<file path="src/include/pcr_defines.svh">
`ifndef PCR_DEFINES_SVH
`define PCR_DEFINES_SVH

// ------------------------------------------------------------
// Sizes
// ------------------------------------------------------------

// Peripherals with a control slice
`define PCR_NUM_PERIPH 9

// Word index taken from byte address bits 6:2
`define PCR_IDX_W 5

`define PCR_DATA_W 32

`define PCR_CLK_SEL_W 3

// ------------------------------------------------------------
// Register map, word offsets
// ------------------------------------------------------------

`define PCR_OFS_ID 5'd0

// Clock select of peripheral i sits at base + i
`define PCR_OFS_CLK_SEL_BASE 5'd1

`define PCR_OFS_GATE_EN 5'd16
`define PCR_OFS_RESET_REQ 5'd17
`define PCR_OFS_RESET_ACK 5'd18

// Read-only identification word
`define PCR_ID_VALUE 32'h5A5A5A5A

`endif

</file>
<file path="src/verilog/pcr_pkg.sv">
`include "pcr_defines.svh"

package pcr_pkg;

  // ------------------------------------------------------------
  // Peripheral numbering
  // ------------------------------------------------------------

  // Also the bit position in the gate, request and ack vectors
  typedef enum logic [3:0] {
    DMA0    = 4'd0,
    DMA1    = 4'd1,
    TLX_FWD = 4'd2,
    CGRA    = 4'd3,
    TIMER0  = 4'd4,
    TIMER1  = 4'd5,
    UART0   = 4'd6,
    UART1   = 4'd7,
    WDOG    = 4'd8
  } periph_e;

  typedef logic [`PCR_CLK_SEL_W-1:0] clk_sel_t;

  // ------------------------------------------------------------
  // Register data word
  // ------------------------------------------------------------

  // Clock select register layout
  typedef struct packed {
    logic [`PCR_DATA_W-`PCR_CLK_SEL_W-1:0] rsvd;
    clk_sel_t                              sel;
  } clk_sel_word_t;

  // One bit per peripheral, indexed by periph_e
  typedef struct packed {
    logic [`PCR_DATA_W-`PCR_NUM_PERIPH-1:0] rsvd;
    logic [`PCR_NUM_PERIPH-1:0]             mask;
  } periph_word_t;

  typedef union packed {
    clk_sel_word_t clk_sel_word;
    periph_word_t  periph_word;
  } reg_word_u;

  // ------------------------------------------------------------
  // Per-peripheral control outputs
  // ------------------------------------------------------------

  typedef struct packed {
    clk_sel_t clk_sel;
    logic     clk_gate_en;
    logic     reset_req;
  } slice_state_t;

  // UART0 comes up on source 1, everything else on source 5
  localparam clk_sel_t CLK_SEL_RESET [`PCR_NUM_PERIPH] = '{
    3'd5,  // DMA0
    3'd5,  // DMA1
    3'd5,  // TLX_FWD
    3'd5,  // CGRA
    3'd5,  // TIMER0
    3'd5,  // TIMER1
    3'd1,  // UART0
    3'd5,  // UART1
    3'd5   // WDOG
  };

endpackage

</file>
<file path="src/verilog/ahb_pkg.sv">
`include "pcr_defines.svh"

package ahb_pkg;

  // ------------------------------------------------------------
  // AHB transfer type
  // ------------------------------------------------------------

  typedef enum logic [1:0] {
    IDLE   = 2'b00,
    BUSY   = 2'b01,
    NONSEQ = 2'b10,
    SEQ    = 2'b11
  } htrans_t;

  // ------------------------------------------------------------
  // Register write command, valid for one data phase
  // ------------------------------------------------------------

  typedef struct packed {
    logic                    valid;
    logic [`PCR_IDX_W-1:0]   index;
    pcr_pkg::reg_word_u      data;
  } reg_wr_t;

endpackage

</file>
<file path="src/verilog/pcr_ahb_frontend.sv">
`timescale 1ns/1ps

`include "pcr_defines.svh"

module pcr_ahb_frontend (
  input  logic                  HCLK,
  input  logic                  HRESETn,
  input  logic                  hsel,
  input  logic [31:0]           haddr,
  input  ahb_pkg::htrans_t      htrans,
  input  logic                  hwrite,
  input  logic                  hready,
  input  logic [31:0]           hwdata,
  output ahb_pkg::reg_wr_t      wr,
  output logic [`PCR_IDX_W-1:0] rd_index
);

  import ahb_pkg::*;

  // Unmapped offset, keeps hrdata at zero until the first transfer
  localparam logic [`PCR_IDX_W-1:0] IDX_IDLE = '1;

  logic                  accept;
  logic                  wr_pend_q;
  logic [`PCR_IDX_W-1:0] idx_q;

  // ------------------------------------------------------------
  // Address phase
  // ------------------------------------------------------------

  assign accept = hsel && hready && ((htrans == NONSEQ) || (htrans == SEQ));

  // Only sample when the bus moves on, a stalled data phase keeps its
  // pending write and index
  always_ff @(posedge HCLK or negedge HRESETn) begin
    if (!HRESETn) begin
      wr_pend_q <= 1'b0;
      idx_q     <= IDX_IDLE;
    end else if (hready) begin
      wr_pend_q <= accept && hwrite;
      if (accept) begin
        idx_q <= haddr[`PCR_IDX_W+1:2];
      end
    end
  end

  // ------------------------------------------------------------
  // Data phase
  // ------------------------------------------------------------

  // Write issued in the cycle that completes the data phase
  always_comb begin
    wr.valid = wr_pend_q && hready;
    wr.index = idx_q;
    wr.data  = hwdata;
  end

  // Last accepted index drives the read mux
  assign rd_index = idx_q;

endmodule

</file>
<file path="src/verilog/pcr_periph_slice.sv">
`timescale 1ns/1ps

`include "pcr_defines.svh"

module pcr_periph_slice #(
  parameter pcr_pkg::periph_e  PERIPH_IDX    = pcr_pkg::DMA0,
  parameter pcr_pkg::clk_sel_t RESET_CLK_SEL = 3'd5
) (
  input  logic                  HCLK,
  input  logic                  HRESETn,
  input  ahb_pkg::reg_wr_t      wr,
  output pcr_pkg::slice_state_t state
);

  import pcr_pkg::*;

  // Own clock select offset
  localparam logic [`PCR_IDX_W-1:0] SEL_OFS =
    `PCR_OFS_CLK_SEL_BASE + `PCR_IDX_W'(PERIPH_IDX);

  clk_sel_t clk_sel_q;
  logic     gate_en_q;
  logic     reset_req_q;

  // ------------------------------------------------------------
  // Control registers
  // ------------------------------------------------------------

  always_ff @(posedge HCLK or negedge HRESETn) begin
    if (!HRESETn) begin
      clk_sel_q   <= RESET_CLK_SEL;
      gate_en_q   <= 1'b1;
      reset_req_q <= 1'b1;
    end else if (wr.valid) begin
      if (wr.index == SEL_OFS) begin
        clk_sel_q <= wr.data.clk_sel_word.sel;
      end
      // Shared vectors, this slice owns one bit
      if (wr.index == `PCR_OFS_GATE_EN) begin
        gate_en_q <= wr.data.periph_word.mask[PERIPH_IDX];
      end
      if (wr.index == `PCR_OFS_RESET_REQ) begin
        reset_req_q <= wr.data.periph_word.mask[PERIPH_IDX];
      end
    end
  end

  assign state = '{
    clk_sel:     clk_sel_q,
    clk_gate_en: gate_en_q,
    reset_req:   reset_req_q
  };

endmodule

</file>
<file path="src/verilog/pcr_readback.sv">
`timescale 1ns/1ps

`include "pcr_defines.svh"

module pcr_readback (
  input  logic [`PCR_IDX_W-1:0]                             rd_index,
  input  pcr_pkg::slice_state_t [`PCR_NUM_PERIPH-1:0]       slices,
  input  logic [`PCR_NUM_PERIPH-1:0]                        reset_ack,
  output logic [31:0]                                       hrdata
);

  import pcr_pkg::*;

  logic [`PCR_NUM_PERIPH-1:0] gate_vec;
  logic [`PCR_NUM_PERIPH-1:0] req_vec;
  reg_word_u                  rd_word;

  // ------------------------------------------------------------
  // Gather per-slice bits into vectors
  // ------------------------------------------------------------

  always_comb begin
    for (int i = 0; i < `PCR_NUM_PERIPH; i++) begin
      gate_vec[i] = slices[i].clk_gate_en;
      req_vec[i]  = slices[i].reset_req;
    end
  end

  // ------------------------------------------------------------
  // Read mux
  // ------------------------------------------------------------

  always_comb begin
    rd_word = '0;
    case (rd_index)
      `PCR_OFS_ID:        rd_word = `PCR_ID_VALUE;
      `PCR_OFS_GATE_EN:   rd_word.periph_word.mask = gate_vec;
      `PCR_OFS_RESET_REQ: rd_word.periph_word.mask = req_vec;
      `PCR_OFS_RESET_ACK: rd_word.periph_word.mask = reset_ack;
      default: begin
        // Clock select block, anything outside it reads zero
        for (int i = 0; i < `PCR_NUM_PERIPH; i++) begin
          if (rd_index == `PCR_OFS_CLK_SEL_BASE + i[`PCR_IDX_W-1:0]) begin
            rd_word.clk_sel_word.sel = slices[i].clk_sel;
          end
        end
      end
    endcase
  end

  assign hrdata = rd_word;

endmodule

</file>
<file path="src/verilog/pcr_top.sv">
`timescale 1ns/1ps

`include "pcr_defines.svh"

module pcr_top (
  input  logic                                        HCLK,
  input  logic                                        HRESETn,

  // AHB-Lite slave
  input  logic                                        hsel,
  input  logic [31:0]                                 haddr,
  input  ahb_pkg::htrans_t                            htrans,
  input  logic                                        hwrite,
  input  logic [31:0]                                 hwdata,
  input  logic                                        hready,
  output logic [31:0]                                 hrdata,
  output logic                                        hreadyout,
  output logic                                        hresp,

  // Peripheral side
  input  logic [`PCR_NUM_PERIPH-1:0]                  reset_ack,
  output pcr_pkg::slice_state_t [`PCR_NUM_PERIPH-1:0] periph_ctrl
);

  import ahb_pkg::*;
  import pcr_pkg::*;

  reg_wr_t               wr;
  logic [`PCR_IDX_W-1:0] rd_index;

  // ------------------------------------------------------------
  // Bus front end
  // ------------------------------------------------------------

  pcr_ahb_frontend u_frontend (
    .HCLK     (HCLK),
    .HRESETn  (HRESETn),
    .hsel     (hsel),
    .haddr    (haddr),
    .htrans   (htrans),
    .hwrite   (hwrite),
    .hready   (hready),
    .hwdata   (hwdata),
    .wr       (wr),
    .rd_index (rd_index)
  );

  // Zero wait states, never an error
  assign hreadyout = 1'b1;
  // OKAY
  assign hresp     = 1'b0;

  // ------------------------------------------------------------
  // One control slice per peripheral
  // ------------------------------------------------------------

  for (genvar i = 0; i < `PCR_NUM_PERIPH; i++) begin : g_slice
    pcr_periph_slice #(
      .PERIPH_IDX    (periph_e'(i)),
      .RESET_CLK_SEL (CLK_SEL_RESET[i])
    ) u_slice (
      .HCLK    (HCLK),
      .HRESETn (HRESETn),
      .wr      (wr),
      .state   (periph_ctrl[i])
    );
  end

  // ------------------------------------------------------------
  // Read data
  // ------------------------------------------------------------

  pcr_readback u_readback (
    .rd_index  (rd_index),
    .slices    (periph_ctrl),
    .reset_ack (reset_ack),
    .hrdata    (hrdata)
  );

endmodule

</file>
<file path="config.mk">
export PLATFORM = sky130hd
export DESIGN_NAME = pcr_top
export DESIGN_NICKNAME = d
export VERILOG_FILES = /design/src/verilog/pcr_pkg.sv /design/src/verilog/ahb_pkg.sv /design/src/verilog/pcr_ahb_frontend.sv /design/src/verilog/pcr_periph_slice.sv /design/src/verilog/pcr_readback.sv /design/src/verilog/pcr_top.sv
export VERILOG_INCLUDE_DIRS = /design/src /design/src/include
export SDC_FILE = /design/constraint.sdc
export NUM_CORES = 1
export LEC_CHECK = 0
export ABC_AREA = 1
export ABC_CLOCK_PERIOD_IN_PS = 4700
export BUFFER_PORTS_ARGS = -buffer_cell sky130_fd_sc_hd__buf_2
export CORE_MARGIN = 2
export CORE_UTILIZATION = 31
export DETAILED_ROUTE_END_ITERATION = 6
export GPL_TIMING_DRIVEN = 0
export HOLD_SLACK_MARGIN = 0.12
export PLACE_DENSITY = 0.54
export SKIP_LAST_GASP = 1
export SYNTH_ARGS = -nofsm -noshare
export SYNTH_HDL_FRONTEND = slang
export SYNTH_HIERARCHICAL = 1
export SYNTH_SLANG_ARGS = --single-unit
</file>
<file path="constraint.sdc">
create_clock -name HCLK -period 4.7 [get_ports HCLK]
set_input_delay 0.705 -clock HCLK [delete_from_list [all_inputs] [get_ports HCLK]]
set_output_delay 0.705 -clock HCLK [all_outputs]
set_load 0.05 [all_outputs]
</file>
== Yosys cells after proc, flatten, opt, wreduce, memory -nomap -nowiden ==
Index checks and enable logic that the tools add are counted.
Word-level totals
  register bits: 51
  bits in latches: 0
  RAM bits: 0
  memory bits (read-only): 0
  input bits: 80
  output and inout bits: 79
  word-level logic and storage cells: 73
  memories: 0
Cells by class
  add/subtract/negate cells: 0
  multipliers: 0
  divide/modulo/power cells: 0
  $lt $le $gt $ge: 0
  equality and inequality tests: 14
  shift-type cells: 0
  muxes and demuxes: 12
  bitwise gates (word level): 0
  reductions and logical operators: 18
Operators by type and width (number)
  two-way mux 3 bit: 9
  one-hot mux 6 bit (4 select lines): 1
  AND reduction 2 bit: 12
  two-way mux 22 bit: 1
  equality test 5 x 3 -> 1 bit (second input constant): 4
  equality test 5 bit (second input constant): 3
  one-hot mux 3 bit (4 select lines): 1
  equality test 5 x 2 -> 1 bit (second input constant): 2
  equality test 5 x 4 -> 1 bit (second input constant): 2
  equality test 5 x 1 -> 1 bit (second input constant): 1
  zero test 5 bit: 1
  equality test 2 bit (second input constant): 2
  logical AND 1 bit: 4
  logical OR 1 bit: 1

== Depth between registers and ports, before layout ==
  depth in word-level cells: 11
  gate-level depth with buffers: 9
  gate-level depth less buffers: 9

== By module ==
The synthesis kept the hierarchy.
By module, submodules not included
  pcr_readback: instances 1, cells an instance 144, area each 775.7 um2, sequential area each 0.0 um2
  pcr_periph_slice at g_slice[1].u_slice ...: instances 2, cells an instance 34, area each 277.8 um2, sequential area each 130.1 um2
  pcr_ahb_frontend: instances 1, cells an instance 66, area each 550.5 um2, sequential area each 156.4 um2
  pcr_periph_slice at g_slice[2].u_slice ...: instances 2, cells an instance 34, area each 272.8 um2, sequential area each 130.1 um2
  pcr_periph_slice at g_slice[4].u_slice: instances 1, cells an instance 41, area each 320.3 um2, sequential area each 130.1 um2
  pcr_periph_slice at g_slice[0].u_slice: instances 1, cells an instance 39, area each 304.0 um2, sequential area each 130.1 um2
  pcr_periph_slice at g_slice[5].u_slice: instances 1, cells an instance 43, area each 295.3 um2, sequential area each 130.1 um2
  pcr_periph_slice at g_slice[3].u_slice: instances 1, cells an instance 41, area each 292.8 um2, sequential area each 130.1 um2
  pcr_periph_slice at g_slice[6].u_slice: instances 1, cells an instance 35, area each 277.8 um2, sequential area each 128.9 um2
  pcr_top: instances 1, cells an instance 4, area each 22.5 um2, sequential area each 0.0 um2

== Worst setup path after synthesis ==
No wires, ideal clock.
  kind: reg-to-output
  from: register u_frontend.idx_q[3] (netlist: u_frontend/rd_index[3])
  to: output hrdata[11]
  arrival time: 2002 ps
  required time: 3995 ps
  path slack: 1993 ps
  cell stages (with the launch flop): 5
  path buffers: 1
  path through: dfstp_2 -> nor2_2 -> nand2_1 -> nor2_1 -> buf_4
On the way
  word-level cells in the longest chain between the ends: 2
RTL lines
  from (decl): RTL line pcr_ahb_frontend.sv:25  | logic [`PCR_IDX_W-1:0] idx_q;
  from (signal assigned): RTL line pcr_ahb_frontend.sv:42  | idx_q <= haddr[`PCR_IDX_W+1:2];
  zero test 5 bit: RTL line pcr_readback.sv:35  | case (rd_index)
  two-way mux 22 bit: RTL line pcr_readback.sv:35
  to (decl): RTL line pcr_top.sv:16  | output logic [31:0] hrdata,
No other way between the ends.

== Final worst setup path ==
  from: register u_frontend.idx_q[1] (netlist: u_frontend/rd_index[1])
  to: output hrdata[0]
On the way
  word-level cells in the longest chain between the ends: 11
  elaborated cells on any way between the ends: 23
  classes of those cells: 12 x eq/ne; 10 x mux; 1 x reduce/logical
RTL lines
  equality test 5 x 1 -> 1 bit: RTL line pcr_readback.sv:43  | if (rd_index == `PCR_OFS_CLK_SEL_BASE + i[`PCR_IDX_W-1:0]) begin
  two-way mux 3 bit (9 in series): RTL line pcr_readback.sv:43
  one-hot mux 3 bit (4 select lines) (*): RTL line pcr_readback.sv:35
Mark *: on every way between the ends. The rest lies on a longest branch, timed or not.

==> summary.md <==
| Metric | Value |
|---|---|
| Post-CTS clock slew at the launch and capture registers of the worst setup and hold paths | 70 ps |
| I/O Buffers | 84 |
| Netlist area before placement | 3770 µm² |
| Library cell contributing the largest single delay on the critical path | sky130_fd_sc_hd__dfstp_2 |
| Final Non-Filler Cells | 775 |
| Number of maximum-capacitance violations | 0 |
| Total number of nets in the final design | 707 |
| Area enclosed by the die boundary | 13100 µm² |
| Critical path data arrival time | 2190 ps |
| Achievable frequency | 0.346 GHz |
| Leakage power | 0.00244 µW |
| Setup repair after global routing missed its margin | false |
| Post-synthesis average cell area | 7.16 µm² |
| Die width | 114 µm |
| # H-tree levels | 2 |
| Cell Pwr Density | 410 nW/µm² |
| Max-slew headroom | 0.231 |
| Top Family by Delay on Critical Path | simple AND/OR/NAND/NOR gates |
| Clock net sink count | 51 |
| First-pass GRT wire length | 16800 µm |
| Post-detailed-route wirelength per cell | 13.9 µm |
| Fin. max-slew vios | 0 |
| Count of hold-fix buffers inserted at cts | 0 |
| Number of antenna violations at the first check in global routing | 0 |
| Total global routing overflow | 0 |
| Antenna cell count | 0 |
| Run status | completed |
| Aggregate routed wire length | 10700 µm |
| Floorplan die height | 114 µm |
| Portion of the clock cycle consumed by the worst path in the final layout | 0.615 |
| Yosys Warn Count | 6 |
| Initial core utilization | 0.315 |
| Share of final-layout standard cells stronger than drive strength 1 | 0.384 |
| TritonCTS clock tree | done |
| Starting DRC count in detailed routing | 218 |
| Sequence of cells on the critical path | inv_1 -> nor2_2 -> nand3_2 -> o22ai_1 -> a21oi_1 -> nand4_1 -> buf_2 |
| Worst-case vdd ir drop | 0.156 mV |
| Mean number of vias per cell | 4.62 |
| Kind of critical path | register to primary output |
| Total global routing track utilization | 0.166 |
| Maximum fanout along the worst path | 8 |
| Final design utilization | 0.385 |
| Post CTS Setup Buffer Count | 0 |
| Power share of the clock group | 0.251 |
| Clock insertion delay at the later pin of the skew report | 290 ps |
| Footprint of the multi-input gates | 1750 µm² |
| Max stage delay on crit path | 590 ps |
| Number of instances in the synthesized netlist | 526 |
| Period minus WS final | 2890 ps |
| Sum of buffers and inverters on the critical path | 2 |
| Data required time of the worst path | 3990 ps |
| Clock Skew | 6.65 ps |
| Switch share | 0.444 |
| Register area | 1330 µm² |
| Number of global-route vias before repair | 3305 |
| Area growth from synthesis to layout | 22.2% |
| Total clock buffers created by CTS | 5 |
| Total setup violations reported at the end of the flow | 0 |
| Endpoint kind of the worst setup timing path | primary output |
| Top-level port count | 159 |
| Aggregate negative setup slack | 0 ps |
| Cell-internal power | 1050 µW |
| Post-route total power | 1890 µW |
| Placer's final routability congestion estimate | 0.845 |
| Core box area | 12000 µm² |
| Class of the tightest hold or removal check | register to register |
| Count of cells resized by post-cts repair | 0 |
| Portion of total power attributed to combinational logic | 0.439 |
| Clk buf depth | 2 |
| Residual DRC | 0 |
| Clk root buf | sky130_fd_sc_hd__clkbuf_16 |
| Sw Pwr | 837 µW |
| Post-DP HPWL | 7770 µm |
| Element type at the critical path start | register |
| Pin count of the biggest net entering global routing | 52 |
| Worst Tran Pin Value | 1150 ps |
| Total of fill cells in the finished design | 1267 |
| Via count of the routed design | 3584 |
| Sequential cell fraction of total power | 0.311 |
| Row count | 40 |
| Number of routed nets with antenna violations | 0 |
| Hold Vio Cnt, Final | 0 |
| First-pass iteration count of the detailed router | 4 |
| Placed Cells incl. Taps | 767 |
-- cell usage in the layout, fill, tap and decap left out, types with 2 or more instances in the layout --
| cell type | n |
|---|---|
| sky130_fd_sc_hd__inv_1 | 66 |
| sky130_fd_sc_hd__nand3_2 | 9 |
| sky130_fd_sc_hd__nand3_4 | 2 |
| sky130_fd_sc_hd__dfrtp_1 | 11 |
| sky130_fd_sc_hd__a21oi_1 | 3 |
| sky130_fd_sc_hd__buf_2 | 85 |
| sky130_fd_sc_hd__nor2_2 | 19 |
| sky130_fd_sc_hd__dfstp_2 | 40 |
| sky130_fd_sc_hd__nand4_1 | 38 |
| sky130_fd_sc_hd__inv_2 | 6 |
| sky130_fd_sc_hd__buf_6 | 2 |
| sky130_fd_sc_hd__o22ai_1 | 3 |
| sky130_fd_sc_hd__nand3_1 | 49 |
| sky130_fd_sc_hd__o21ai_0 | 3 |
| sky130_fd_sc_hd__o221ai_1 | 6 |
| sky130_fd_sc_hd__nor2_1 | 38 |
| sky130_fd_sc_hd__nand2_1 | 152 |
| sky130_fd_sc_hd__buf_4 | 57 |
| sky130_fd_sc_hd__nand2_2 | 4 |
| sky130_fd_sc_hd__bufinv_16 | 2 |
| sky130_fd_sc_hd__nor2_4 | 9 |
| sky130_fd_sc_hd__clkbuf_16 | 5 |
| sky130_fd_sc_hd__conb_1 | 13 |
| sky130_fd_sc_hd__or2_0 | 2 |
-- metal layers --
layer,global-route usage,vias to the layer above,part of all wire
met5,0,-,0
li1,-,1830,-
met3,0.0318,10,0.052
met4,0.0455,0,0.015
met1,0.209,1639,0.45
met2,0.291,105,0.49
-- worst min-delay path, cell delays in order (launching register included) --
cell                      delay, ps
sky130_fd_sc_hd__dfstp_2        370
sky130_fd_sc_hd__nand2_1         50
sky130_fd_sc_hd__nand2_1         40
-- flip-flops by register name, summed over array words and instances (netlist names) --
signal and flops:
g_slice.u_slice/gate_en_q 9, u_frontend/rd_index 5, u_frontend/wr_pend_q 1, g_slice.u_slice/clk_sel_q 27, g_slice.u_slice/reset_req_q 9
-- cell type report --
type / count / share of cell area
plain buffers: 60 / 0.0990
clock buffers: 5 / 0.0272
clock inverters: 3 / 0.0147
inverters: 72 / 0.0587
multi-input cells: 353 / 0.381
flip-flops and latches: 51 / 0.288
well taps: 147 / 0.0400
repair buffers: 84 / 0.0914
-- through the flow --
step	hold slack (ps)	worst slack, ps	area (µm²)
final	463	1810	4600
after global routing	481	1620	4600
after CTS	467	1800	4600
after detailed placement	455	2130	4410
after global placement	450	2150	4410
after floorplan	409	1990	3800
-- power by group through the flow --
stage	clock network, µW	registers (µW)	logic (µW)
floorplan	0	684	550
global placement	0	594	818
detailed placement	0	594	827
CTS	486	588	829
global route	507	595	887
finish	473	586	827
-- worst paths after layout --
check / from / endpoint / slack (ps) / depth (start not counted)
min in group asynchronous: HRESETn / u_frontend/wr_pend_q / 650 / 1
worst min register to register: g_slice[8].u_slice/reset_req_q / g_slice[8].u_slice/reset_req_q / 460 / 2
worst min-delay path: g_slice[8].u_slice/reset_req_q / g_slice[8].u_slice/reset_req_q / 460 / 2
worst max register to register: u_frontend/wr_pend_q / g_slice[0].u_slice/clk_sel_q[1] / 3080 / 7
max in group asynchronous: HRESETn / g_slice[3].u_slice/clk_sel_q[1] / 3360 / 1
worst max-delay path: u_frontend/rd_index[1] / hrdata[0] / 1810 / 7
Power figures use the tool's default switching activity.
